`config.mk`:
```
export PLATFORM = sky130hd
export DESIGN_NAME = mdu_top
export DESIGN_NICKNAME = d
export VERILOG_FILES = /design/src/common/mdu_pkg.sv /design/src/mdu/mdu_ctrl.sv /design/src/mdu/mdu_divider.sv /design/src/mdu/mdu_multiplier.sv /design/src/rtl/mdu_result_fmt.sv /design/src/rtl/mdu_top.sv
export SDC_FILE = /design/constraint.sdc
export NUM_CORES = 2
export LEC_CHECK = 0
export BUFFER_PORTS_ARGS = -buffer_cell sky130_fd_sc_hd__clkbuf_2
export CORE_ASPECT_RATIO = 1.2
export CORE_MARGIN = 2
export CORE_UTILIZATION = 60
export CTS_CLUSTER_SIZE = 30
export DETAILED_ROUTE_END_ITERATION = 8
export HOLD_SLACK_MARGIN = 0.1
export PLACE_DENSITY = 0.8
export REMOVE_ABC_BUFFERS = 1
export SLEW_MARGIN = 20
export SYNTH_ARGS = -nofsm -noshare
export SYNTH_HDL_FRONTEND = slang
export SYNTH_SLANG_ARGS = --single-unit
```
`constraint.sdc`:
```
create_clock -name clock -period 6.7 [get_ports clock]
set_input_delay 0.335 -clock clock [delete_from_list [all_inputs] [get_ports clock]]
set_output_delay 0.335 -clock clock [all_outputs]
set_load 0.1 [all_outputs]
```
`src/common/mdu_pkg.sv`:
```
`default_nettype none

package mdu_pkg;

  // ==================================================
  // Widths
  // ==================================================
  localparam int XLEN = 32;

  // ==================================================
  // Operations and states
  // ==================================================
  typedef enum logic [2:0] {
    op_mul    = 3'd0,
    op_mulh   = 3'd1,
    op_mulhsu = 3'd2,
    op_mulhu  = 3'd3,
    op_div    = 3'd4,
    op_divu   = 3'd5,
    op_rem    = 3'd6,
    op_remu   = 3'd7
  } mdu_op_e;

  typedef enum logic [1:0] {
    st_idle = 2'd0,
    st_mul  = 2'd1,
    st_div  = 2'd2,
    st_done = 2'd3
  } ctrl_state_e;

  // ==================================================
  // Request and response payloads
  // ==================================================
  typedef struct packed {
    mdu_op_e         op;
    logic [XLEN-1:0] a;
    logic [XLEN-1:0] b;
  } mdu_req_t;

  typedef struct packed {
    logic [XLEN-1:0] result;
  } mdu_resp_t;

  typedef struct packed {
    logic            sign;      // Signed division
    logic [XLEN-1:0] dividend;
    logic [XLEN-1:0] divisor;
  } div_req_t;

  typedef struct packed {
    logic [XLEN-1:0] quotient;
    logic [XLEN-1:0] remainder;
  } div_resp_t;

  typedef struct packed {
    logic            a_signed;
    logic            b_signed;
    logic [XLEN-1:0] a;
    logic [XLEN-1:0] b;
  } mul_req_t;

endpackage

`default_nettype wire

```
`src/mdu/mdu_ctrl.sv`:
```
`timescale 1ns/1ps
`default_nettype none

module mdu_ctrl (
  input  wire                         clock,
  input  wire                         reset,
  input  wire                         flush,
  input  wire mdu_pkg::mdu_req_t      req,
  input  wire                         req_valid,
  output logic                        req_ready,
  output mdu_pkg::mdu_resp_t          resp,
  output logic                        resp_valid,
  input  wire                         resp_ready,
  output mdu_pkg::div_req_t           div_req,
  output logic                        div_in_valid,
  input  wire                         div_in_ready,
  input  wire                         div_out_valid,
  output logic                        div_out_ready,
  output mdu_pkg::mul_req_t           mul_req,
  output logic                        mul_in_valid,
  input  wire                         mul_out_valid,
  output mdu_pkg::mdu_op_e            op_q,
  output logic [mdu_pkg::XLEN-1:0]    a_q,
  output logic [mdu_pkg::XLEN-1:0]    b_q,
  input  wire  [mdu_pkg::XLEN-1:0]    result
);

  mdu_pkg::ctrl_state_e state, state_next;
  mdu_pkg::mdu_resp_t   resp_q;
  logic [1:0]           mul_drop;     // Flushed products still in the pipe
  logic                 fire;
  logic                 req_is_div;
  logic                 mul_live;
  logic                 latch;

  // ==================================================
  // Request decode
  // ==================================================
  assign req_is_div = req.op inside {mdu_pkg::op_div, mdu_pkg::op_divu,
                                     mdu_pkg::op_rem, mdu_pkg::op_remu};

  assign req_ready = ((state == mdu_pkg::st_idle) | flush |
                      ((state == mdu_pkg::st_done) & resp_ready)) & div_in_ready;
  assign fire      = req_valid & req_ready;

  assign div_in_valid     = fire & req_is_div;    // Divider loads on the accepting edge
  assign div_req.sign     = (req.op == mdu_pkg::op_div) | (req.op == mdu_pkg::op_rem);
  assign div_req.dividend = req.a;
  assign div_req.divisor  = req.b;

  assign mul_live      = mul_out_valid & (mul_drop == 2'd0);
  assign div_out_ready = (state == mdu_pkg::st_div) & div_out_valid;
  assign latch         = ~flush & (((state == mdu_pkg::st_mul) & mul_live) | div_out_ready);

  // ==================================================
  // State machine
  // ==================================================
  always_comb begin
    state_next = state;
    if (fire) begin
      state_next = req_is_div ? mdu_pkg::st_div : mdu_pkg::st_mul;
    end else if (flush) begin
      state_next = mdu_pkg::st_idle;
    end else begin
      case (state)
        mdu_pkg::st_mul:  if (mul_live) state_next = mdu_pkg::st_done;
        mdu_pkg::st_div:  if (div_out_valid) state_next = mdu_pkg::st_done;
        mdu_pkg::st_done: if (resp_ready) state_next = mdu_pkg::st_idle;
        default:          state_next = state;
      endcase
    end
  end

  always_ff @(posedge clock) begin
    if (reset) begin
      state        <= mdu_pkg::st_idle;
      mul_in_valid <= 1'b0;
      mul_drop     <= 2'd0;
    end else begin
      state        <= state_next;
      mul_in_valid <= fire & ~req_is_div;
      // A flushed multiply keeps moving and its product gets skipped
      mul_drop     <= mul_drop
                      + {1'b0, flush & (state == mdu_pkg::st_mul) & ~mul_live}
                      - {1'b0, mul_out_valid & (mul_drop != 2'd0)};
    end
  end

  // Operands for the multiplier and the formatter
  always_ff @(posedge clock) begin
    if (fire) begin
      op_q             <= req.op;
      a_q              <= req.a;
      b_q              <= req.b;
      mul_req.a        <= req.a;
      mul_req.b        <= req.b;
      mul_req.a_signed <= (req.op == mdu_pkg::op_mulh) | (req.op == mdu_pkg::op_mulhsu);
      mul_req.b_signed <= req.op == mdu_pkg::op_mulh;
    end
    if (latch) begin
      resp_q.result <= result;
    end
  end

  assign resp       = resp_q;
  assign resp_valid = state == mdu_pkg::st_done;

  // ==================================================
  // Checks
  // ==================================================
  resp_hold_a : assert property (@(posedge clock) disable iff (reset)
    resp_valid && !resp_ready && !flush |=> resp_valid && $stable(resp));

  div_issue_a : assert property (@(posedge clock) disable iff (reset)
    div_in_valid |-> !div_out_valid);

endmodule

`default_nettype wire

```
`src/mdu/mdu_divider.sv`:
```
`timescale 1ns/1ps
`default_nettype none

module mdu_divider (
  input  wire                    clock,
  input  wire                    reset,
  input  wire                    flush,
  input  wire                    in_valid,
  output logic                   in_ready,
  input  wire mdu_pkg::div_req_t in,
  output logic                   out_valid,
  input  wire                    out_ready,
  output mdu_pkg::div_resp_t     out
);

  localparam int W = mdu_pkg::XLEN;
  localparam logic [5:0] step_idle  = 6'd32;
  localparam logic [5:0] step_hold  = 6'd63;
  localparam logic [5:0] step_first = 6'd31;

  logic [5:0]     step, step_next;    // Counts down and wraps into hold
  logic [2*W-1:0] acc, acc_next;      // Partial remainder and shifted dividend
  logic [W-1:0]   dvsr, dvsr_next;
  logic [W-1:0]   quot, quot_next;
  logic           q_neg, q_neg_next;
  logic           r_neg, r_neg_next;
  logic           a_neg, b_neg;
  logic           fire;
  logic           idle, hold;
  logic [W:0]     trial;

  assign idle  = step == step_idle;
  assign hold  = step == step_hold;
  assign fire  = in_valid & in_ready;
  assign a_neg = in.sign & in.dividend[W-1];
  assign b_neg = in.sign & in.divisor[W-1];
  assign trial = acc[2*W-1:W-1] - {1'b0, dvsr};

  always_comb begin
    step_next  = step;
    acc_next   = acc;
    dvsr_next  = dvsr;
    quot_next  = quot;
    q_neg_next = q_neg;
    r_neg_next = r_neg;
    if (fire) begin
      step_next  = step_first;
      acc_next   = {{W{1'b0}}, a_neg ? -in.dividend : in.dividend};
      dvsr_next  = b_neg ? -in.divisor : in.divisor;
      q_neg_next = a_neg ^ b_neg;
      r_neg_next = a_neg;       // Remainder takes the dividend sign
    end else if (hold) begin
      if (flush | out_ready) begin
        step_next = step_idle;
      end
    end else if (!idle) begin
      if (flush) begin
        step_next = step_idle;
      end else begin
        step_next = step - 6'd1;
        acc_next  = trial[W] ? {acc[2*W-2:0], 1'b0}
                             : {trial[W-1:0], acc[W-2:0], 1'b0};
        quot_next = {quot[W-2:0], ~trial[W]};
      end
    end
  end

  always_ff @(posedge clock) begin
    if (reset) begin
      step <= step_idle;
    end else begin
      step <= step_next;
    end
  end

  always_ff @(posedge clock) begin
    acc   <= acc_next;
    dvsr  <= dvsr_next;
    quot  <= quot_next;
    q_neg <= q_neg_next;
    r_neg <= r_neg_next;
  end

  assign in_ready      = idle | flush | (out_ready & hold);
  assign out_valid     = hold & ~flush;
  assign out.quotient  = q_neg ? -quot : quot;
  assign out.remainder = r_neg ? -acc[2*W-1:W] : acc[2*W-1:W];

  out_hold_a : assert property (@(posedge clock) disable iff (reset)
    out_valid && !out_ready |=> hold && $stable(out));

endmodule

`default_nettype wire

```
`src/mdu/mdu_multiplier.sv`:
```
`timescale 1ns/1ps
`default_nettype none

module mdu_multiplier (
  input  wire                    clock,
  input  wire                    reset,
  input  wire                    in_valid,
  input  wire mdu_pkg::mul_req_t in,
  output logic                   out_valid,
  output logic [63:0]            product
);

  localparam int W = mdu_pkg::XLEN;

  logic [W:0]         a_ext, b_ext;   // 33 bit operands
  logic signed [16:0] a_hi, a_lo, b_hi, b_lo;
  logic signed [33:0] pp_hh, pp_hl, pp_lh, pp_ll;
  logic signed [33:0] s1_hh, s1_hl, s1_lh, s1_ll;
  logic               s1_valid;
  logic [63:0]        sum;

  // ==================================================
  // Stage one, partial products
  // ==================================================
  assign a_ext = {in.a_signed & in.a[W-1], in.a};
  assign b_ext = {in.b_signed & in.b[W-1], in.b};

  assign a_hi = a_ext[32:16];                // Signed upper slice
  assign a_lo = {1'b0, a_ext[15:0]};         // Unsigned lower slice
  assign b_hi = b_ext[32:16];
  assign b_lo = {1'b0, b_ext[15:0]};

  assign pp_hh = a_hi * b_hi;
  assign pp_hl = a_hi * b_lo;
  assign pp_lh = a_lo * b_hi;
  assign pp_ll = a_lo * b_lo;

  always_ff @(posedge clock) begin
    s1_hh <= pp_hh;
    s1_hl <= pp_hl;
    s1_lh <= pp_lh;
    s1_ll <= pp_ll;
  end

  // ==================================================
  // Stage two, final sum
  // ==================================================
  assign sum = ({{30{s1_hh[33]}}, s1_hh} << 32)
             + ({{30{s1_hl[33]}}, s1_hl} << 16)
             + ({{30{s1_lh[33]}}, s1_lh} << 16)
             + {{30{s1_ll[33]}}, s1_ll};

  always_ff @(posedge clock) begin
    product <= sum;
  end

  always_ff @(posedge clock) begin
    if (reset) begin
      s1_valid  <= 1'b0;
      out_valid <= 1'b0;
    end else begin
      s1_valid  <= in_valid;
      out_valid <= s1_valid;
    end
  end

endmodule

`default_nettype wire

```
`src/rtl/mdu_result_fmt.sv`:
```
`timescale 1ns/1ps
`default_nettype none

module mdu_result_fmt (
  input  wire mdu_pkg::mdu_op_e        op,
  input  wire [mdu_pkg::XLEN-1:0]      a,
  input  wire [mdu_pkg::XLEN-1:0]      b,
  input  wire [63:0]                   product,
  input  wire mdu_pkg::div_resp_t      div,
  output logic [mdu_pkg::XLEN-1:0]     result
);

  localparam int W = mdu_pkg::XLEN;

  logic div_zero;
  logic overflow;

  assign div_zero = b == '0;
  // Most negative value over minus one
  assign overflow = (a == {1'b1, {(W-1){1'b0}}}) && (b == {W{1'b1}});

  always_comb begin
    case (op)
      mdu_pkg::op_mul: result = product[W-1:0];
      mdu_pkg::op_mulh,
      mdu_pkg::op_mulhsu,
      mdu_pkg::op_mulhu: result = product[2*W-1:W];
      mdu_pkg::op_div: begin
        if (div_zero) begin
          result = {W{1'b1}};
        end else if (overflow) begin
          result = a;
        end else begin
          result = div.quotient;
        end
      end
      mdu_pkg::op_divu: result = div_zero ? {W{1'b1}} : div.quotient;
      mdu_pkg::op_rem: begin
        if (div_zero) begin
          result = a;
        end else if (overflow) begin
          result = '0;
        end else begin
          result = div.remainder;
        end
      end
      mdu_pkg::op_remu: result = div_zero ? a : div.remainder;
      default: result = '0;
    endcase
  end

endmodule

`default_nettype wire

```
`src/rtl/mdu_top.sv`:
```
`timescale 1ns/1ps
`default_nettype none

module mdu_top (
  input  wire                    clock,
  input  wire                    reset,
  input  wire                    flush,
  input  wire mdu_pkg::mdu_req_t req,
  input  wire                    req_valid,
  output logic                   req_ready,
  output mdu_pkg::mdu_resp_t     resp,
  output logic                   resp_valid,
  input  wire                    resp_ready
);

  mdu_pkg::div_req_t          div_req;
  mdu_pkg::div_resp_t         div_resp;
  mdu_pkg::mul_req_t          mul_req;
  mdu_pkg::mdu_op_e           op_q;
  logic [mdu_pkg::XLEN-1:0]   a_q, b_q;
  logic [mdu_pkg::XLEN-1:0]   result;
  logic [63:0]                product;
  logic                       div_in_valid, div_in_ready;
  logic                       div_out_valid, div_out_ready;
  logic                       mul_in_valid, mul_out_valid;

  mdu_ctrl mdu_ctrl_inst (
    .clock         (clock),
    .reset         (reset),
    .flush         (flush),
    .req           (req),
    .req_valid     (req_valid),
    .req_ready     (req_ready),
    .resp          (resp),
    .resp_valid    (resp_valid),
    .resp_ready    (resp_ready),
    .div_req       (div_req),
    .div_in_valid  (div_in_valid),
    .div_in_ready  (div_in_ready),
    .div_out_valid (div_out_valid),
    .div_out_ready (div_out_ready),
    .mul_req       (mul_req),
    .mul_in_valid  (mul_in_valid),
    .mul_out_valid (mul_out_valid),
    .op_q          (op_q),
    .a_q           (a_q),
    .b_q           (b_q),
    .result        (result)
  );

  mdu_divider mdu_divider_inst (
    .clock     (clock),
    .reset     (reset),
    .flush     (flush),
    .in_valid  (div_in_valid),
    .in_ready  (div_in_ready),
    .in        (div_req),
    .out_valid (div_out_valid),
    .out_ready (div_out_ready),
    .out       (div_resp)
  );

  mdu_multiplier mdu_multiplier_inst (
    .clock     (clock),
    .reset     (reset),
    .in_valid  (mul_in_valid),
    .in        (mul_req),
    .out_valid (mul_out_valid),
    .product   (product)
  );

  mdu_result_fmt mdu_result_fmt_inst (
    .op      (op_q),
    .a       (a_q),
    .b       (b_q),
    .product (product),
    .div     (div_resp),
    .result  (result)
  );

endmodule

`default_nettype wire

```
; ---- After elaboration in Yosys (flattened, before gate mapping)
; Cells that the tools add are included.
[totals]
out_inout_bits = 34
reg_bits = 442
input_bits = 72
elab_cells = 143
[op_classes]
muxes = 28
n_reduce_logical = 14
n_bitwise = 35
eq_ne = 28
n_addsub = 11
mul = 4
[ops]
columns = cell, n
row1 = 32-bit 2-to-1 mux, 14
row2 = 64-bit adder, 3
row3 = 32-bit one-hot mux with 6 select lines, 1
row4 = 32-bit negator, 4
row5 = 17-bit by 17-bit multiplier with 34-bit output, 2
row6 = 32-bit == test (second input constant), 2
row7 = 64-bit 2-to-1 mux, 1
row8 = 33-bit by 32-bit subtractor with 33-bit output, 1
row9 = 32-bit logical NOT, 1
row10 = 16-bit by 16-bit multiplier with 32-bit output, 1
row11 = 17-bit by 17-bit multiplier with 32-bit output, 1
row12 = 6-bit 2-to-1 mux, 5
row13 = 3-bit == test (second input constant), 8
row14 = 1-bit AND, 19
row15 = 6-bit == test (second input constant), 2
row16 = 2-bit 2-to-1 mux, 6
row17 = 4-bit by 2-bit != test with 1-bit output (second input constant), 3
row18 = 3-bit by 2-bit == test with 1-bit output (second input constant), 3
row19 = 1-bit OR, 8
row20 = 4-bit AND reduction, 2
row21 = 1-bit inverter, 7
row22 = 3-bit by 1-bit == test with 1-bit output (second input constant), 2
row23 = 2-bit by 1-bit != test with 1-bit output (second input constant), 3
row24 = 3-bit by 2-bit != test with 1-bit output (second input constant), 2
row25 = 16 further kinds, 19

; ---- Logic depth before layout (Yosys ltp)
[depth]
depth_word = 11
mapped_depth = 26
ltp_nobuf = 24

; ---- By module
; Synthesis repeated with hierarchy kept, for this count alone.
[unflattened]
cells_unflattened = 6599
area_unflattened_um2 = 61370.1
[modules_own_cells]
columns = mod, seq_area_each_um2, instances, cells_each, area_each_um2
row1 = mdu_multiplier, 3963.8, 1, 5000, 45951.6
row2 = mdu_divider, 3703.6, 1, 1033, 9310.2
row3 = mdu_ctrl, 3133.0, 1, 275, 4370.4
row4 = mdu_result_fmt, 0.0, 1, 291, 1737.9

; ---- Worst setup path before layout
; Ideal clock, no wire load.
[synth_timing]
path_kind = reg-to-reg
startpoint = register, netlist name mdu_ctrl_inst.mul_req[63]
endpoint = register mdu_multiplier_inst.s1_hl[33]
slack_ns = 0.198
period_less_slack_ns = 6.502
n_path_buf = 2
setup_ns = 0.072
t_arrival_ns = 6.430
required_time_ns = 6.628
stages_incl_launch_ff = 27
path_cell_list = edfxtp_1 > clkbuf_1 > and2_0 > clkbuf_1 > nand2_1 > inv_1 > fa_1 > fa_1 > inv_1 > fa_1 > inv_1 > fa_1 > fa_1 > inv_1 > fa_1 > inv_1 > ha_1 > a21oi_1 > nand2_1 > a31o_2 > a221o_1 > a31o_2 > a21oi_1 > a21oi_1 > a211o_1 > a21oi_1 > xnor2_1
[synth_via]
elab_chain_cells = 2
[synth_rtl]
columns = element, line
row1 = 1-bit AND, mdu_multiplier.sv:25  ; assign a_ext = {in.a_signed & in.a[W-1], in.a};
row2 = 17-bit by 17-bit multiplier with 34-bit output (*), mdu_multiplier.sv:34  ; assign pp_hl = a_hi * b_lo;
row3 = named net mdu_multiplier_inst.pp_hl[33], mdu_multiplier.sv:17  ; logic signed [33:0] pp_hh, pp_hl, pp_lh, pp_ll;
row4 = "end signal, assigned", mdu_multiplier.sv:40  ; s1_hl <= pp_hl;
row5 = "end, declared", mdu_multiplier.sv:18  ; logic signed [33:0] s1_hh, s1_hl, s1_lh, s1_ll;
; The timed path passes the listed nets; every way through them passes the cells marked *.
; A chain may end at the register's enable or synchronous reset.

; ---- Worst setup path in the final report
[layout_timing]
startpoint = register, netlist name mdu_ctrl_inst.mul_req[19]
endpoint = register mdu_multiplier_inst.s1_hh[30]
[layout_via]
elab_chain_cells = 1
[layout_rtl]
columns = element, line
row1 = 17-bit by 17-bit multiplier with 32-bit output, mdu_multiplier.sv:33  ; assign pp_hh = a_hi * b_hi;
row2 = named net mdu_multiplier_inst.pp_hh[30], mdu_multiplier.sv:17
row3 = "end signal, assigned", mdu_multiplier.sv:39  ; s1_hh <= pp_hh;
row4 = "end, declared", mdu_multiplier.sv:18
; The timed path passes the listed nets, and every way through them passes these cells.

==> flow_summary.toml <==
[finish]
nNetsFinal = 8185
drive_above_1_share_pct = 7.758
areaGrowthSynthToFinish_pct = 9.790
fill_cells = 7674

[place]
post-dp-hpwl_mm = 138.1
routabilityCongestion = 0.9920
pre_cts_slack_ns = -0.1286
portBuffers = 105

[die]
dieHeight_um = 350.6
io_pins = 106
fp.dieArea_um2 = 102700
core_um2 = 99630
start_util_pct = 60.29
num_rows = 127
die_x_um = 292.8

[setup_path]
crit_family = "adder cells"
path_depth = 25
endpoint = "mdu_multiplier_inst.s1_hh[30]$_DFF_P_"
path_class = "reg -> reg"
end_kind = "flip-flop"
regToRegStartpoint = "mdu_ctrl_inst.mul_req[19]$_DFFE_PP_"
crit_top_cell = "fa_1"
crit_path_max_fanout = 19
worstPathArrival_ns = 7.11
r2r-end = "mdu_multiplier_inst.s1_hh[30]$_DFF_P_"
r2r_slack_ns = 0.19
startpoint_type = "flip-flop"
slowest_delay_ns = 0.54
required_ns = 7.30
crit_buf_inv = 8
crit_slowest_cell = "fa_1"
critPathLaunch = "mdu_ctrl_inst.mul_req[19]$_DFFE_PP_"
reg2reg_depth = 25

[detailed_routing]
drtIter0Drc = 3969
viasPerCell = 5.897
drtPass1Iterations = 7
via_count = 46860
drt_wl_total_mm = 177.6
drtAntennaViolNets = 0
drt-wirelength-per-cell_um = 22.35
drc = 0

[yosys]
synth_cell_type_count = 83
ys_seq_elements = 440
synth_area_um2 = 60070
async_flop_share_pct = 0
ys.warnings.count = 0
synth-edff-count = 199
seq_area_frac_synth_pct = 17.98
syn_avg_cell_area_um2 = 9.311
synthFlopType = "dfxtp_1"
syn_inst = 6451

[timing]
setup_violations = 0
clock.fmax_ghz = 0.1535
finalClockSkew_ns = 0.06555
fin_crit_ns = 6.513
hold_violations = 0
tightest_slew_ns = 1.154
maxSlewHeadroom_pct = 22.81
setup_ws_ns = 0.1870
fin_hold_ws_ns = 0.1984
slew_viol_final = 0
min_period_over_period_pct = 97.21

[grt]
overflow = 0
grt_use_total_pct = 35.42
first_global_vias = 49350
grt_max_degree = 70
grt_first_pass_wirelength_mm = 276.3
antenna_found_initial = 11

[clocking]
cts_made_buffers = 51
root_buffer = "clkbuf_16"
clk_pin_slew_worst_paths_ns = 0.07
cts_num_sinks = 440
cts.path.max_buffers = 3
cts_tree = "yes"
cts_htree_levels = 2
clk_latency_ns = 0.69

[run]
drv_cap = 0

[min_path]
hold_class = "in -> reg"

[status]
outcome = "finished clean"
per-layer routing:
metal | up-vias | track usage [%] | share of wire (%)
met2 | 2358 | 58.37 | 47
met3 | 690 | 7.348 | 9.1
met4 | 12 | 25.79 | 8.8
met1 | 23409 | 41.25 | 35
li1 | 20391 | - | -
met5 | - | 0 | 0.042
kinds of logic after synthesis:
group	count (synthesis)	synth area share [%]
buffers and inverters	1570	9.830
DFF	440	17.98
AOI/OAI and AO/OA	796	8.394
and+or+nand+nor	1800	14.76
muxes	31	0.5228
adders and majority gates	1505	44.01
xor gates and xnor gates	309	4.506
area by class of cell:
class                   instances  area [um2]  share of cell area (%)
multi-input cells            4441       43500                   65.95
flip-flops and latches        440       10800                   16.38
inverters                    1263        4741                   7.189
repair buffers                411        3571                   5.415
well taps                    1290        1614                   2.447
clock buffers                  66        1394                   2.114
clock inverters                30       317.8                  0.4819
diodes                          6       15.01                 0.02277
sequential cells by signal (all words and copies together), names as in the netlist, 2 cells and up:
signal / count
mdu_divider_inst.quot: 32
mdu_ctrl_inst.state: 2
mdu_ctrl_inst.op_q: 3
mdu_ctrl_inst.resp: 32
mdu_ctrl_inst.mul_req: 66
mdu_divider_inst.step: 6
mdu_multiplier_inst.s1_hl: 34
mdu_divider_inst.dvsr: 32
mdu_divider_inst.acc: 64
mdu_multiplier_inst.s1_hh: 32
mdu_ctrl_inst.mul_drop: 2
mdu_multiplier_inst.s1_lh: 34
mdu_multiplier_inst.s1_ll: 32
mdu_multiplier_inst.product: 64
cell usage in the layout (no fill, tap or decap), drive strengths merged, types with 14 or more instances in the layout:
cell / netlist / layout
o21ai: 170 / 170
a31oi: 14 / 14
nand2: 724 / 724
or2: 34 / 34
dlygate4sd3: 0 / 69
nand4: 25 / 25
nand3: 60 / 60
inv: 1262 / 1275
clkinv: 1 / 14
a21o: 59 / 59
nor2: 230 / 230
mux2i: 28 / 28
o211ai: 24 / 24
dfxtp: 241 / 241
nor2b: 29 / 29
a221oi: 28 / 28
xnor2: 181 / 181
fa: 1013 / 1013
or4: 18 / 18
o41ai: 17 / 17
o21a: 36 / 36
xor2: 128 / 128
nor4: 24 / 24
edfxtp: 199 / 199
and2: 516 / 516
o21bai: 26 / 26
clkbuf: 300 / 171
a211oi: 20 / 20
or3: 18 / 18
nor3: 43 / 43
nand2b: 16 / 16
ha: 492 / 492
and3: 35 / 35
o31ai: 38 / 38
buf: 7 / 237
a21oi: 279 / 279
through the flow:
stage / utilization (%) / area (um2) / instances / TNS (ns)
floorplan: - / 58900 / 6144 / -18.04
global placement: 63.51 / 63280 / 7763 / -0.04252
detailed placement: 63.51 / 63280 / 7763 / -0.4778
CTS: 65.96 / 65720 / 7932 / 0
global route: 66.18 / 65930 / 7941 / -0.06026
finish: 66.19 / 65950 / 7947 / 0
how the worst min path moves through the flow:
| stage | from | end | cells past startpoint |
|---|---|---|---|
| after floorplan | mdu_multiplier_inst.s1_ll[0]$_DFF_P_ | mdu_multiplier_inst.product[0]$_DFF_P_ | 0 |
| after global placement | mdu_multiplier_inst.s1_ll[0]$_DFF_P_ | mdu_multiplier_inst.product[0]$_DFF_P_ | 0 |
| after detailed placement | mdu_multiplier_inst.s1_ll[14]$_DFF_P_ | mdu_multiplier_inst.product[14]$_DFF_P_ | 0 |
| after CTS | req[8] | mdu_ctrl_inst.mul_req[8]$_DFFE_PP_ | 1 |
| after global routing | req[8] | mdu_ctrl_inst.mul_req[8]$_DFFE_PP_ | 1 |
| final | req[8] | mdu_ctrl_inst.mul_req[8]$_DFFE_PP_ | 1 |
synth_stat cells (5+ instances only):
| cell | count | area (um2) |
|---|---|---|
| a211o_1 | 11 | 96.34 |
| a211oi_1 | 20 | 150.1 |
| a21boi_0 | 11 | 82.58 |
| a21o_1 | 59 | 442.9 |
| a21oi_1 | 279 | 1396 |
| a221oi_1 | 27 | 236.5 |
| a31o_2 | 9 | 78.83 |
| a31oi_1 | 14 | 87.58 |
| and2_1 | 514 | 3216 |
| and3_1 | 35 | 219.0 |
| clkbuf_1 | 300 | 1126 |
| dfxtp_1 | 241 | 4825 |
| edfxtp_1 | 199 | 5976 |
| fa_1 | 1013 | 20280 |
| ha_1 | 492 | 6156 |
| inv_1 | 1261 | 4733 |
| mux2i_1 | 28 | 280.3 |
| nand2_1 | 724 | 2718 |
| nand2b_1 | 15 | 93.84 |
| nand3_1 | 60 | 300.3 |
| nand3b_1 | 5 | 37.54 |
| nand4_1 | 25 | 156.4 |
| nor2_1 | 230 | 863.3 |
| nor2b_1 | 29 | 181.4 |
| nor3_1 | 43 | 215.2 |
| nor4_1 | 24 | 150.1 |
| nor4b_1 | 7 | 61.31 |
| o211ai_1 | 22 | 165.2 |
| o21a_1 | 36 | 270.3 |
| o21ai_0 | 167 | 835.8 |
| o21bai_1 | 26 | 195.2 |
| o22ai_1 | 9 | 56.30 |
| o31ai_1 | 36 | 270.3 |
| o41ai_1 | 16 | 140.1 |
| or2_2 | 33 | 206.5 |
| or3_1 | 17 | 106.4 |
| or4_1 | 13 | 97.59 |
| or4_4 | 5 | 56.30 |
| xnor2_1 | 181 | 1585 |
| xor2_1 | 128 | 1121 |
worst register-to-register path: stages (launching register included):
cell	delay, ns
edfxtp_1	0.41
buf_12	0.20
buf_6	0.19
and2_1	0.18
fa_1	0.51
fa_1	0.54
inv_1	0.06
fa_1	0.51
inv_1	0.06
fa_1	0.51
fa_1	0.50
inv_1	0.05
fa_1	0.49
inv_1	0.05
ha_1	0.29
a21o_1	0.16
a21o_1	0.18
a21oi_2	0.15
buf_4	0.15
o2111ai_2	0.16
a31oi_1	0.34
o31ai_1	0.12
buf_4	0.16
a21o_1	0.15
a21oi_1	0.17
xnor2_1	0.17
timing repair:
action	CTS	global route
resized for setup	4	34
buffers inserted	4	9
pin swaps	0	4
hold endpoints to repair	106	0
endpoints found under the setup margin	6	21
hold buffers	69	0
Power is not shown: default switching activity piles up to over one toggle a cycle in this logic, so the estimate is an artifact.
